===== config.mk =====
export PLATFORM = sky130hd
export DESIGN_NAME = wb_master_mux
export DESIGN_NICKNAME = d
export VERILOG_FILES = /design/src/hdl/wb_arb_pkg.sv /design/src/hdl/wb_master_mux.sv
export SDC_FILE = /design/constraint.sdc
export NUM_CORES = 1
export LEC_CHECK = 0
export BUFFER_PORTS_ARGS = -buffer_cell sky130_fd_sc_hd__buf_2
export CAP_MARGIN = 20
export CORE_AREA = 5 5 158 160
export DETAILED_ROUTE_END_ITERATION = 10
export DIE_AREA = 0 0 163 165
export PLACE_DENSITY = 0.48
export SYNTH_ARGS = -nofsm -noshare
export SYNTH_HDL_FRONTEND = slang
export SYNTH_SLANG_ARGS = --single-unit

===== constraint.sdc =====
create_clock -name vclk -period 1.29
set_input_delay 0.0645 -clock vclk [all_inputs]
set_output_delay 0.0645 -clock vclk [all_outputs]
set_load 0.01 [all_outputs]

===== src/hdl/wb_arb_pkg.sv =====
// ----------------------------------------------------------
// Shared definitions for the four-master Wishbone bus
// Bus widths, arbitration scheme encoding and the
// request and response structs
// ----------------------------------------------------------
`default_nettype none

package wb_arb_pkg;

  // Scheme encodings are defined for exactly four masters
  localparam int NUM_MASTERS = 4;

  localparam int ADDR_W = 10;  // Word address
  localparam int DATA_W = 32;
  localparam int SEL_W  = DATA_W / 8;

  // Values 6 and 7 are left unnamed and park the bus
  typedef enum logic [2:0] {
    fixed_p0    = 3'd0,
    fixed_p1    = 3'd1,
    fixed_p2    = 3'd2,
    fixed_p3    = 3'd3,
    round_robin = 3'd4,
    pn_random   = 3'd5
  } arb_scheme_e;

  // Master to slave, 49 bits
  typedef struct packed {
    logic              cyc;
    logic              stb;
    logic              we;
    logic [ADDR_W-1:0] adr;
    logic [DATA_W-1:0] dat;
    logic [SEL_W-1:0]  sel;
  } wb_req_t;

  // Slave to master, 33 bits
  typedef struct packed {
    logic              ack;
    logic [DATA_W-1:0] dat;
  } wb_rsp_t;

endpackage

`default_nettype wire


===== src/hdl/wb_master_mux.sv =====
// ----------------------------------------------------------
// Wishbone master multiplexer
// Owner's request to the slave, ack back to the owner only
// ----------------------------------------------------------
`default_nettype none
`timescale 1ns/100ps

module wb_master_mux import wb_arb_pkg::*; (
  input  logic    [NUM_MASTERS-1:0] gnt,
  input  wb_req_t [NUM_MASTERS-1:0] m_req,
  output wb_rsp_t [NUM_MASTERS-1:0] m_rsp,
  output wb_req_t                   s_req,
  input  wb_rsp_t                   s_rsp
);

  // Grant is one-hot or zero, so at most one term passes
  always_comb begin
    s_req = '0;  // No owner drives an idle bus
    for (int i = 0; i < NUM_MASTERS; i++) begin
      if (gnt[i])
        s_req = m_req[i];
    end
  end

  always_comb begin
    for (int i = 0; i < NUM_MASTERS; i++) begin
      m_rsp[i].ack = s_rsp.ack & gnt[i];
      m_rsp[i].dat = s_rsp.dat;  // Read data broadcast
    end
  end

endmodule

`default_nettype wire


==> run_results.csv <==
group,metric,value,unit
status,status,"complete, no violations",
route,drt-total-wl,12.2,mm
route,ant_nets,0,
route,dr.pass1.iters,6,
min_path,hold_path_class,"in -> out",
route,routed-via-count,2739,
critical_path,end_kind,"primary output",
critical_path,crit_path_cell_trace,"buf_2 -> nor2b_4 -> buf_12 -> a22oi_1 -> a21oi_1 -> buf_2",
finish,fill_cells,2761,
timing,fmax,848,MHz
placed_design,place_ws,0.0660,ns
finish,area_delta_synth_final,33.3,%
grt,grt_overflow,0,
timing,rsz0062_at_grt,"false",
timing,fin_ws,0.111,ns
clock_tree,postCtsSetupRepairBufs,0,
critical_path,cp.arrival,1.11,ns
clock_tree,cts.repair.resized,0,
die,fp.coreArea,23300,sq um
critical_path,required,1.23,ns
critical_path,cpMaxStageDelayCell,"buf_12",
finish,numSequentialCells,0,
timing,worst_slew_pin_slew,0.371,ns
route,wl_met2,6.50,mm
critical_path,criticalPathCategory,"in -> out",
power_and_ir_drop,vdd_drop_max,112,uV
die,initial_core_util,9.33,%
run,max_cap_viol_count,0,
timing,layout_min_cycle_time,1.18,ns
critical_path,path_max_fanout,32,
grt,grt_usage,7.77,%
grt,grt_pass1_vias,2779,
route,wl_met3,1.41,mm
die,fp.dieW,163,um
synth,ys_seq_area_share,0,%
placed_design,dp_hpwl,10.2,mm
route,avgViaCountPerCell,3.69,
power_and_ir_drop,p_leak,0.00135,uW
critical_path,start_kind,"input port",
finish,multiInputGateArea,1050,sq um
die,io_pins,414,
synth,postSynthCellCount,312,
timing,slew_headroom,75.2,%
synth,yosysWarnings,0,
timing,setup_tns,0,ns
clock_tree,hold_buffers,0,
timing,min_period_over_period,91.4,%
critical_path,crit_top_cell,"buf_2",
die,die_height,165,um
timing,setup_viol,0,
grt,grt_first_pass_wirelength,16.3,mm
finish,fin_area,2890,sq um
placed_design,place_area,2890,sq um
synth,syn_area,2170,sq um
synth,synth_cell_types,18,
route,first_iter_violations,110,
critical_path,path_buf_inv,3,
finish,nNetsFinal,658,
finish,final_common_cell,"buf_2",
grt,antenna_found_initial,2,
critical_path,crit_family,"buffers and inverters",
finish,seqCellArea,0,sq um
route,avgRoutedWirePerCell,16.4,um
power_and_ir_drop,p_per_area,362,nW/um^2
timing,hold_viol_final,0,
route,post-route-drc-count,0,
route,wl_met1,3.92,mm
grt,grt_max_degree,50,
die,rows,56,
route,highest_layer,"met5",
synth,synth_nets,545,
placed_design,portBuffers,254,
finish,layout_common_cells,"254 x buf_2, 48 x o22ai_1, 47 x a21oi_1",
die,dieArea,26900,sq um
critical_path,cpPeakStageDelay,0.23,ns
power_and_ir_drop,power,1050,uW
finish,drive_gt1_share,66.0,%
synth,syn_area_per_cell,6.96,sq um
finish,nClkBuffers,0,
placed_design,gp_congestion,0.780,
timing,slew_violations,0,
[metrics by stage]
| stage | util (%) | instances | hold WS (ns) |
|---|---|---|---|
| after CTS | 12.4 | 742 | 0.129 |
| after detailed placement | 12.4 | 742 | 0.129 |
| after floorplan | - | 312 | 0.221 |
| final | 12.4 | 743 | 0.129 |
| after global routing | 12.4 | 742 | 0.129 |
| after global placement | 12.4 | 742 | 0.129 |
[layer usage]
| layer | GRT usage, % | up-vias |
|---|---|---|
| li1 | - | 1256 |
| met1 | 7.47 | 1197 |
| met2 | 15.7 | 247 |
| met3 | 2.55 | 37 |
| met4 | 2.02 | 2 |
| met5 | 0 | - |
[cells by family (layout without fill, tap and decap cells)]
group	after synthesis	after routing	synth area share, %
compound gates	145	145	44.0
buf+inv	155	266	52.3
other cells	0	1	0
simple gates	12	12	3.69
[where the power goes]
group          switching, uW  internal, uW   leakage [uW]
clock                      0      0.000104  0.00000000634
combinational            519           529        0.00135
sequential                 0             0              0
total                    519           529        0.00135
[cells in the mapped netlist]
cell        n  area, sq um
buf_4     128          961
o22ai_1    48          300
a21oi_1    47          235
a22oi_1    37          278
a22oi_2    10          125
buf_2      10         50.1
buf_6       8         90.1
clkbuf_1    8         30.0
and2_1      4         25.0
a31oi_1     2         12.5
nand2_1     2         7.51
nand3b_1    2         15.0
inv_2       1         3.75
nand2b_1    1         6.26
nor2_1      1         3.75
nor2b_4     1         13.8
o21ai_1     1         5.00
or3b_1      1         8.76
[final cells by class]
class,count,area share (%)
Inverter,1,0.130
Tap cell,319,13.8
Timing Repair Buffer,265,49.8
Antenna cell,1,0.0865
Multi-Input combinational cell,157,36.2
[path summary, 6_finish.rpt]
kind,startpoint,slack [ns],to,depth (start not counted)
setup / recovery,gnt[1],0.11,s_req[45],6
hold / removal,s_rsp[10],0.13,m_rsp[43],0
Note: power is estimated with default switching activity, not from simulation.
