--- src/hdl/wb_arb_pkg.sv ---
// ----------------------------------------------------------
// Shared definitions for the four-master Wishbone bus
// Bus widths, arbitration scheme encoding and the
// request and response structs
// ----------------------------------------------------------
`default_nettype none

package wb_arb_pkg;

  // Scheme encodings are defined for exactly four masters
  localparam int NUM_MASTERS = 4;

  localparam int ADDR_W = 10;  // Word address
  localparam int DATA_W = 32;
  localparam int SEL_W  = DATA_W / 8;

  // Values 6 and 7 are left unnamed and park the bus
  typedef enum logic [2:0] {
    fixed_p0    = 3'd0,
    fixed_p1    = 3'd1,
    fixed_p2    = 3'd2,
    fixed_p3    = 3'd3,
    round_robin = 3'd4,
    pn_random   = 3'd5
  } arb_scheme_e;

  // Master to slave, 49 bits
  typedef struct packed {
    logic              cyc;
    logic              stb;
    logic              we;
    logic [ADDR_W-1:0] adr;
    logic [DATA_W-1:0] dat;
    logic [SEL_W-1:0]  sel;
  } wb_req_t;

  // Slave to master, 33 bits
  typedef struct packed {
    logic              ack;
    logic [DATA_W-1:0] dat;
  } wb_rsp_t;

endpackage

`default_nettype wire

--- src/hdl/pn_seq_gen.sv ---
// ----------------------------------------------------------
// Three-stage LFSR, 7-state sequence
// Upper two bits name the favored master
// ----------------------------------------------------------
`default_nettype none
`timescale 1ns/100ps

module pn_seq_gen (
  input  logic       clk,
  input  logic       rst_n,
  output logic [1:0] rand_idx
);

  logic s1;
  logic s2;
  logic s3;
  logic fb;

  assign fb = s1 ^ s3;  // Feedback tap

  always_ff @(posedge clk or negedge rst_n) begin
    if (!rst_n) begin
      s1 <= 1'b1;
      s2 <= 1'b0;
      s3 <= 1'b0;
    end else begin
      s1 <= fb;
      s2 <= s1;
      s3 <= s2;
    end
  end

  assign rand_idx = {s3, s2};

endmodule

`default_nettype wire

--- src/hdl/bus_arbiter.sv ---
// ----------------------------------------------------------
// Four-way bus arbiter with fixed, round-robin and
// pseudo-random schemes; grant held for the owner's cycle
// ----------------------------------------------------------
`default_nettype none
`timescale 1ns/100ps

module bus_arbiter import wb_arb_pkg::*; (
  input  logic                   clk,
  input  logic                   rst_n,
  input  logic [NUM_MASTERS-1:0] req,
  input  arb_scheme_e            arb_type,
  output logic [NUM_MASTERS-1:0] gnt
);

  logic [1:0]             rand_idx;
  logic [1:0]             last_idx;  // Round-robin pointer
  logic [NUM_MASTERS-1:0] pick_fixed [NUM_MASTERS];
  logic [NUM_MASTERS-1:0] pick_rr;
  logic [NUM_MASTERS-1:0] pick_pn;
  logic [NUM_MASTERS-1:0] pick_sel;
  logic                   bus_free;

  // Favored master first, then ascending index
  function automatic logic [NUM_MASTERS-1:0] fixed_pick(
    input logic [NUM_MASTERS-1:0] r,
    input logic [1:0]             fav
  );
    logic [NUM_MASTERS-1:0] pick;
    logic                   found;
    pick  = '0;
    found = 1'b0;
    if (r[fav]) begin
      pick[fav] = 1'b1;
      found     = 1'b1;
    end
    for (int i = 0; i < NUM_MASTERS; i++) begin
      if (!found && r[i]) begin
        pick[i] = 1'b1;
        found   = 1'b1;
      end
    end
    return pick;
  endfunction

  // Search upward from the master after the last owner
  function automatic logic [NUM_MASTERS-1:0] rr_pick(
    input logic [NUM_MASTERS-1:0] r,
    input logic [1:0]             ptr
  );
    logic [NUM_MASTERS-1:0] pick;
    logic                   found;
    logic [1:0]             idx;
    pick  = '0;
    found = 1'b0;
    for (int k = 1; k <= NUM_MASTERS; k++) begin
      idx = ptr + 2'(k);  // Wraps modulo 4
      if (!found && r[idx]) begin
        pick[idx] = 1'b1;
        found     = 1'b1;
      end
    end
    return pick;
  endfunction

  function automatic logic [1:0] onehot_idx(input logic [NUM_MASTERS-1:0] oh);
    logic [1:0] idx;
    idx = 2'd0;
    for (int i = 0; i < NUM_MASTERS; i++) begin
      if (oh[i])
        idx = 2'(i);
    end
    return idx;
  endfunction

  pn_seq_gen u_pn_seq_gen (
    .clk      (clk),
    .rst_n    (rst_n),
    .rand_idx (rand_idx)
  );

  always_comb begin
    for (int i = 0; i < NUM_MASTERS; i++) begin
      pick_fixed[i] = fixed_pick(req, 2'(i));
    end
  end

  assign pick_rr = rr_pick(req, last_idx);
  assign pick_pn = fixed_pick(req, rand_idx);

  always_comb begin
    case (arb_type)
      fixed_p0:    pick_sel = pick_fixed[0];
      fixed_p1:    pick_sel = pick_fixed[1];
      fixed_p2:    pick_sel = pick_fixed[2];
      fixed_p3:    pick_sel = pick_fixed[3];
      round_robin: pick_sel = pick_rr;
      pn_random:   pick_sel = pick_pn;
      default:     pick_sel = '0;  // Park
    endcase
  end

  // Idle bus, or the owner has dropped cyc
  assign bus_free = ~|(gnt & req);

  always_ff @(posedge clk or negedge rst_n) begin
    if (!rst_n) begin
      gnt      <= '0;
      last_idx <= 2'd3;  // Master 0 goes first
    end else if (bus_free) begin
      gnt <= pick_sel;
      if (|pick_sel)
        last_idx <= onehot_idx(pick_sel);
    end
  end

endmodule

`default_nettype wire

--- config.mk ---
export PLATFORM = sky130hd
export DESIGN_NAME = bus_arbiter
export DESIGN_NICKNAME = d
export VERILOG_FILES = /design/src/hdl/wb_arb_pkg.sv /design/src/hdl/pn_seq_gen.sv /design/src/hdl/bus_arbiter.sv
export SDC_FILE = /design/constraint.sdc
export NUM_CORES = 1
export LEC_CHECK = 0
export BUFFER_PORTS_ARGS = -buffer_cell sky130_fd_sc_hd__buf_2
export CAP_MARGIN = 20
export CORE_ASPECT_RATIO = 1.25
export CORE_MARGIN = 5
export CORE_UTILIZATION = 43
export DETAILED_ROUTE_END_ITERATION = 16
export PLACE_DENSITY = 0.65
export SLEW_MARGIN = 0
export SYNTH_ARGS = -nofsm -noshare
export SYNTH_HDL_FRONTEND = slang
export SYNTH_HIERARCHICAL = 1
export SYNTH_SLANG_ARGS = --single-unit
--- constraint.sdc ---
create_clock -name clk -period 3.2 [get_ports clk]
set_input_delay 0.16 -clock clk [delete_from_list [all_inputs] [get_ports clk]]
set_output_delay 0.16 -clock clk [all_outputs]
set_load 0.1 [all_outputs]
==> impl_metrics.py <==
metrics = {
    "run_status": {
        "outcome": "finished, final reports clean",
    },
    "sta": {
        "worstMarginPinSlew_ns": 0.481,
        "fin_crit_sh": 0.829,
        "min_period_ns": 2.65,
        "grt_setup_unrepaired": "false",
        "setup_viol": 0,
        "setup_tns_ns": 0,
        "final.setup_skew_ns": 0.00787,
        "max_freq_mhz": 377,
        "drv_slew": 0,
        "hold_violations": 0,
        "timing.slew.headroom": 0.676,
    },
    "placed_design": {
        "portBuffers": 12,
        "post-dp-hpwl_um": 1690,
        "gp_congestion": 0.842,
    },
    "min_path": {
        "hp-class": "in -> async",
    },
    "synthesis": {
        "yosysSeqAreaShare": 0.229,
        "yosysTopAreaCellShare": 0.150,
        "synth_cell_types": 47,
        "synth_top_area_cell": "dfrtp_1",
        "yosysWarnings": 6,
        "synth_area_leaders": "dfrtp_1 15%, ha_1 10%, dfstp_2 7.9%",
        "async_flop_share": 1.00,
        "synth_common_cells": "13 x o21ai_0, 8 x ha_1, 7 x inv_1, 7 x nand2_1, 6 x dfrtp_1",
        "synth_most_common_cell": "o21ai_0",
        "synth_ff_type": "dfrtp_1",
        "avgSynthCellArea_um2": 8.84,
        "synthesis.instances": 113,
        "synth_edf_count": 0,
        "syn-num-nets": 130,
        "netlist_area_um2": 998,
        "ys_ff_latch": 9,
    },
    "critical_path": {
        "critical_path_arrival_ns": 2.84,
        "cp.required_ns": 3.38,
        "startpoint_type": "flop",
        "critPathKind": "reg -> reg",
        "cp_max_fo": 11,
        "cp-end-kind": "flop",
    },
    "route": {
        "vias": 909,
        "via_per_inst": 5.94,
        "avgRoutedWirePerCell_um": 14.4,
        "drt_pass1_iterations": 4,
        "drt_iter0_drc": 32,
        "drc_errors": 0,
        "wirelength_um": 2200,
        "ant_nets": 0,
    },
    "power_and_ir_drop": {
        "power_mw": 0.822,
        "p_leak_nw": 0.482,
        "powerDensity_nw_per_um2": 770,
        "peakVddDrop_v": 0.000572,
    },
    "clocking": {
        "cts_tree": "built",
        "cts.path.max_buffers": 2,
        "htree_levels": 1,
        "cts_resized": 0,
        "numCtsBuffers": 3,
        "cts_setup_buffers": 0,
        "clk_pin_slew_worst_paths_ns": 0.06,
        "cts_hold_buf": 1,
        "clk_latency_ns": 0.26,
        "clock-sinks": 9,
        "root_buffer": "clkbuf_4",
    },
    "finish": {
        "drive_gt1_frac": 0.221,
        "diodes": 0,
        "final_nets": 140,
        "fill_cells": 218,
        "syn2layout_area_growth_pct": 6.89,
    },
    "die": {
        "die_w_um": 53.1,
        "ios": 13,
        "start_util": 0.452,
        "die_y_um": 63.9,
        "core_area_um2": 2210,
        "rows": 19,
        "dieArea_um2": 3390,
    },
    "global_routing": {
        "grt_pass1_wl_um": 3800,
        "grt_util_all_layers": 0.142,
        "antenna_found_initial": 0,
        "grt_pass1_vias": 857,
        "grt_max_degree": 14,
        "overflow": 0,
    },
    "job": {
        "cap_violations": 0,
    },
}
[critical path: stages, from the launching register on]
cell and delay [ns]:
dfstp_2 0.65, inv_2 0.10, ha_1 0.36, and3_1 0.20, o311a_2 0.41, a221o_1 0.39
a21oi_2 0.20, a21boi_1 0.19, o2bb2ai_1 0.08
[cell usage in the layout, fill, tap and decap left out, types with 3 or more instances in the layout]
cell and count:
dfstp_2 3, clkbuf_4 3, inv_1 7, ha_1 8, dfrtp_1 6, a21o_1 3, a222oi_1 4, a31oi_1 4
nor2_1 3, o21ai_0 13, nand2_1 7, a21oi_1 4, buf_2 12
[layer usage]
| metal | vias up | share of wire | track usage |
|---|---|---|---|
| met4 | 0 | 0.0095 | 0.0415 |
| met5 | - | 0 | 0 |
| met1 | 428 | 0.45 | 0.183 |
| li1 | 452 | - | - |
| met3 | 2 | 0.045 | 0.0302 |
| met2 | 27 | 0.49 | 0.233 |
[where the power goes]
part / internal [mW] / switching (mW) / total, mW
clock network: 0.0459 / 0.0375 / 0.0834
registers: 0.156 / 0.0502 / 0.207
logic: 0.182 / 0.350 / 0.532
total: 0.385 / 0.438 / 0.822
[path summary, 6_finish.rpt]
kind / from / endpoint / slack, ns / depth (start not counted)
setup / recovery: last_idx[0] / last_idx[0] / 0.55 / 8
hold / removal: rst_n / gnt[3] / 0.27 / 2
setup reg to reg: last_idx[0] / last_idx[0] / 0.55 / 8
hold reg to reg: u_pn_seq_gen/s1 / u_pn_seq_gen/s2 / 0.41 / 0
max in group asynchronous: rst_n / u_pn_seq_gen/s1 / 2.68 / 2
min in group clk: arb_type[2] / gnt[3] / 0.39 / 3
[sequential cells by signal, indices dropped and copies added, names as in the netlist]
| name | count |
|---|---|
| last_idx | 2 |
| gnt | 4 |
| u_pn_seq_gen/s1 | 1 |
| u_pn_seq_gen/s2 | 1 |
| u_pn_seq_gen/s3 | 1 |
[area by class of cell]
class | count | area (µm²) | share of cell area
Inverter | 8 | 30.0 | 0.0281
Timing Repair Buffer | 13 | 70.1 | 0.0657
Multi-Input combinational cell | 88 | 672 | 0.630
Sequential cell | 9 | 229 | 0.215
Clock buffer | 3 | 22.5 | 0.0211
Tap cell | 31 | 38.8 | 0.0363
Clock inverter | 1 | 5.00 | 0.00469
[through the flow]
| step | util | area [µm²] | cells | hold slack, ns | setup slack (ns) |
|---|---|---|---|---|---|
| after floorplan | - | 998 | 113 | -0.136 | 0.737 |
| final | 0.483 | 1070 | 153 | 0.273 | 0.548 |
| after CTS | 0.483 | 1070 | 153 | 0.266 | 0.555 |
| after global routing | 0.483 | 1070 | 153 | 0.300 | 0.307 |
| after global placement | 0.466 | 1030 | 148 | 0.0116 | 0.592 |
| after detailed placement | 0.466 | 1030 | 148 | 0.0163 | 0.583 |
[kinds of logic after synthesis]
logic type | count (synthesis) | share of synthesized area
multiplexers | 5 | 0.0777
adder cells (fa/ha/maj) | 8 | 0.100
buffers and inverters | 16 | 0.0977
flip-flops | 9 | 0.229
AO/OA/AOI/OAI | 48 | 0.342
XOR/XNOR | 1 | 0.00877
AND/OR/NAND/NOR | 26 | 0.144
Note: power is estimated with default switching activity, not from simulation.
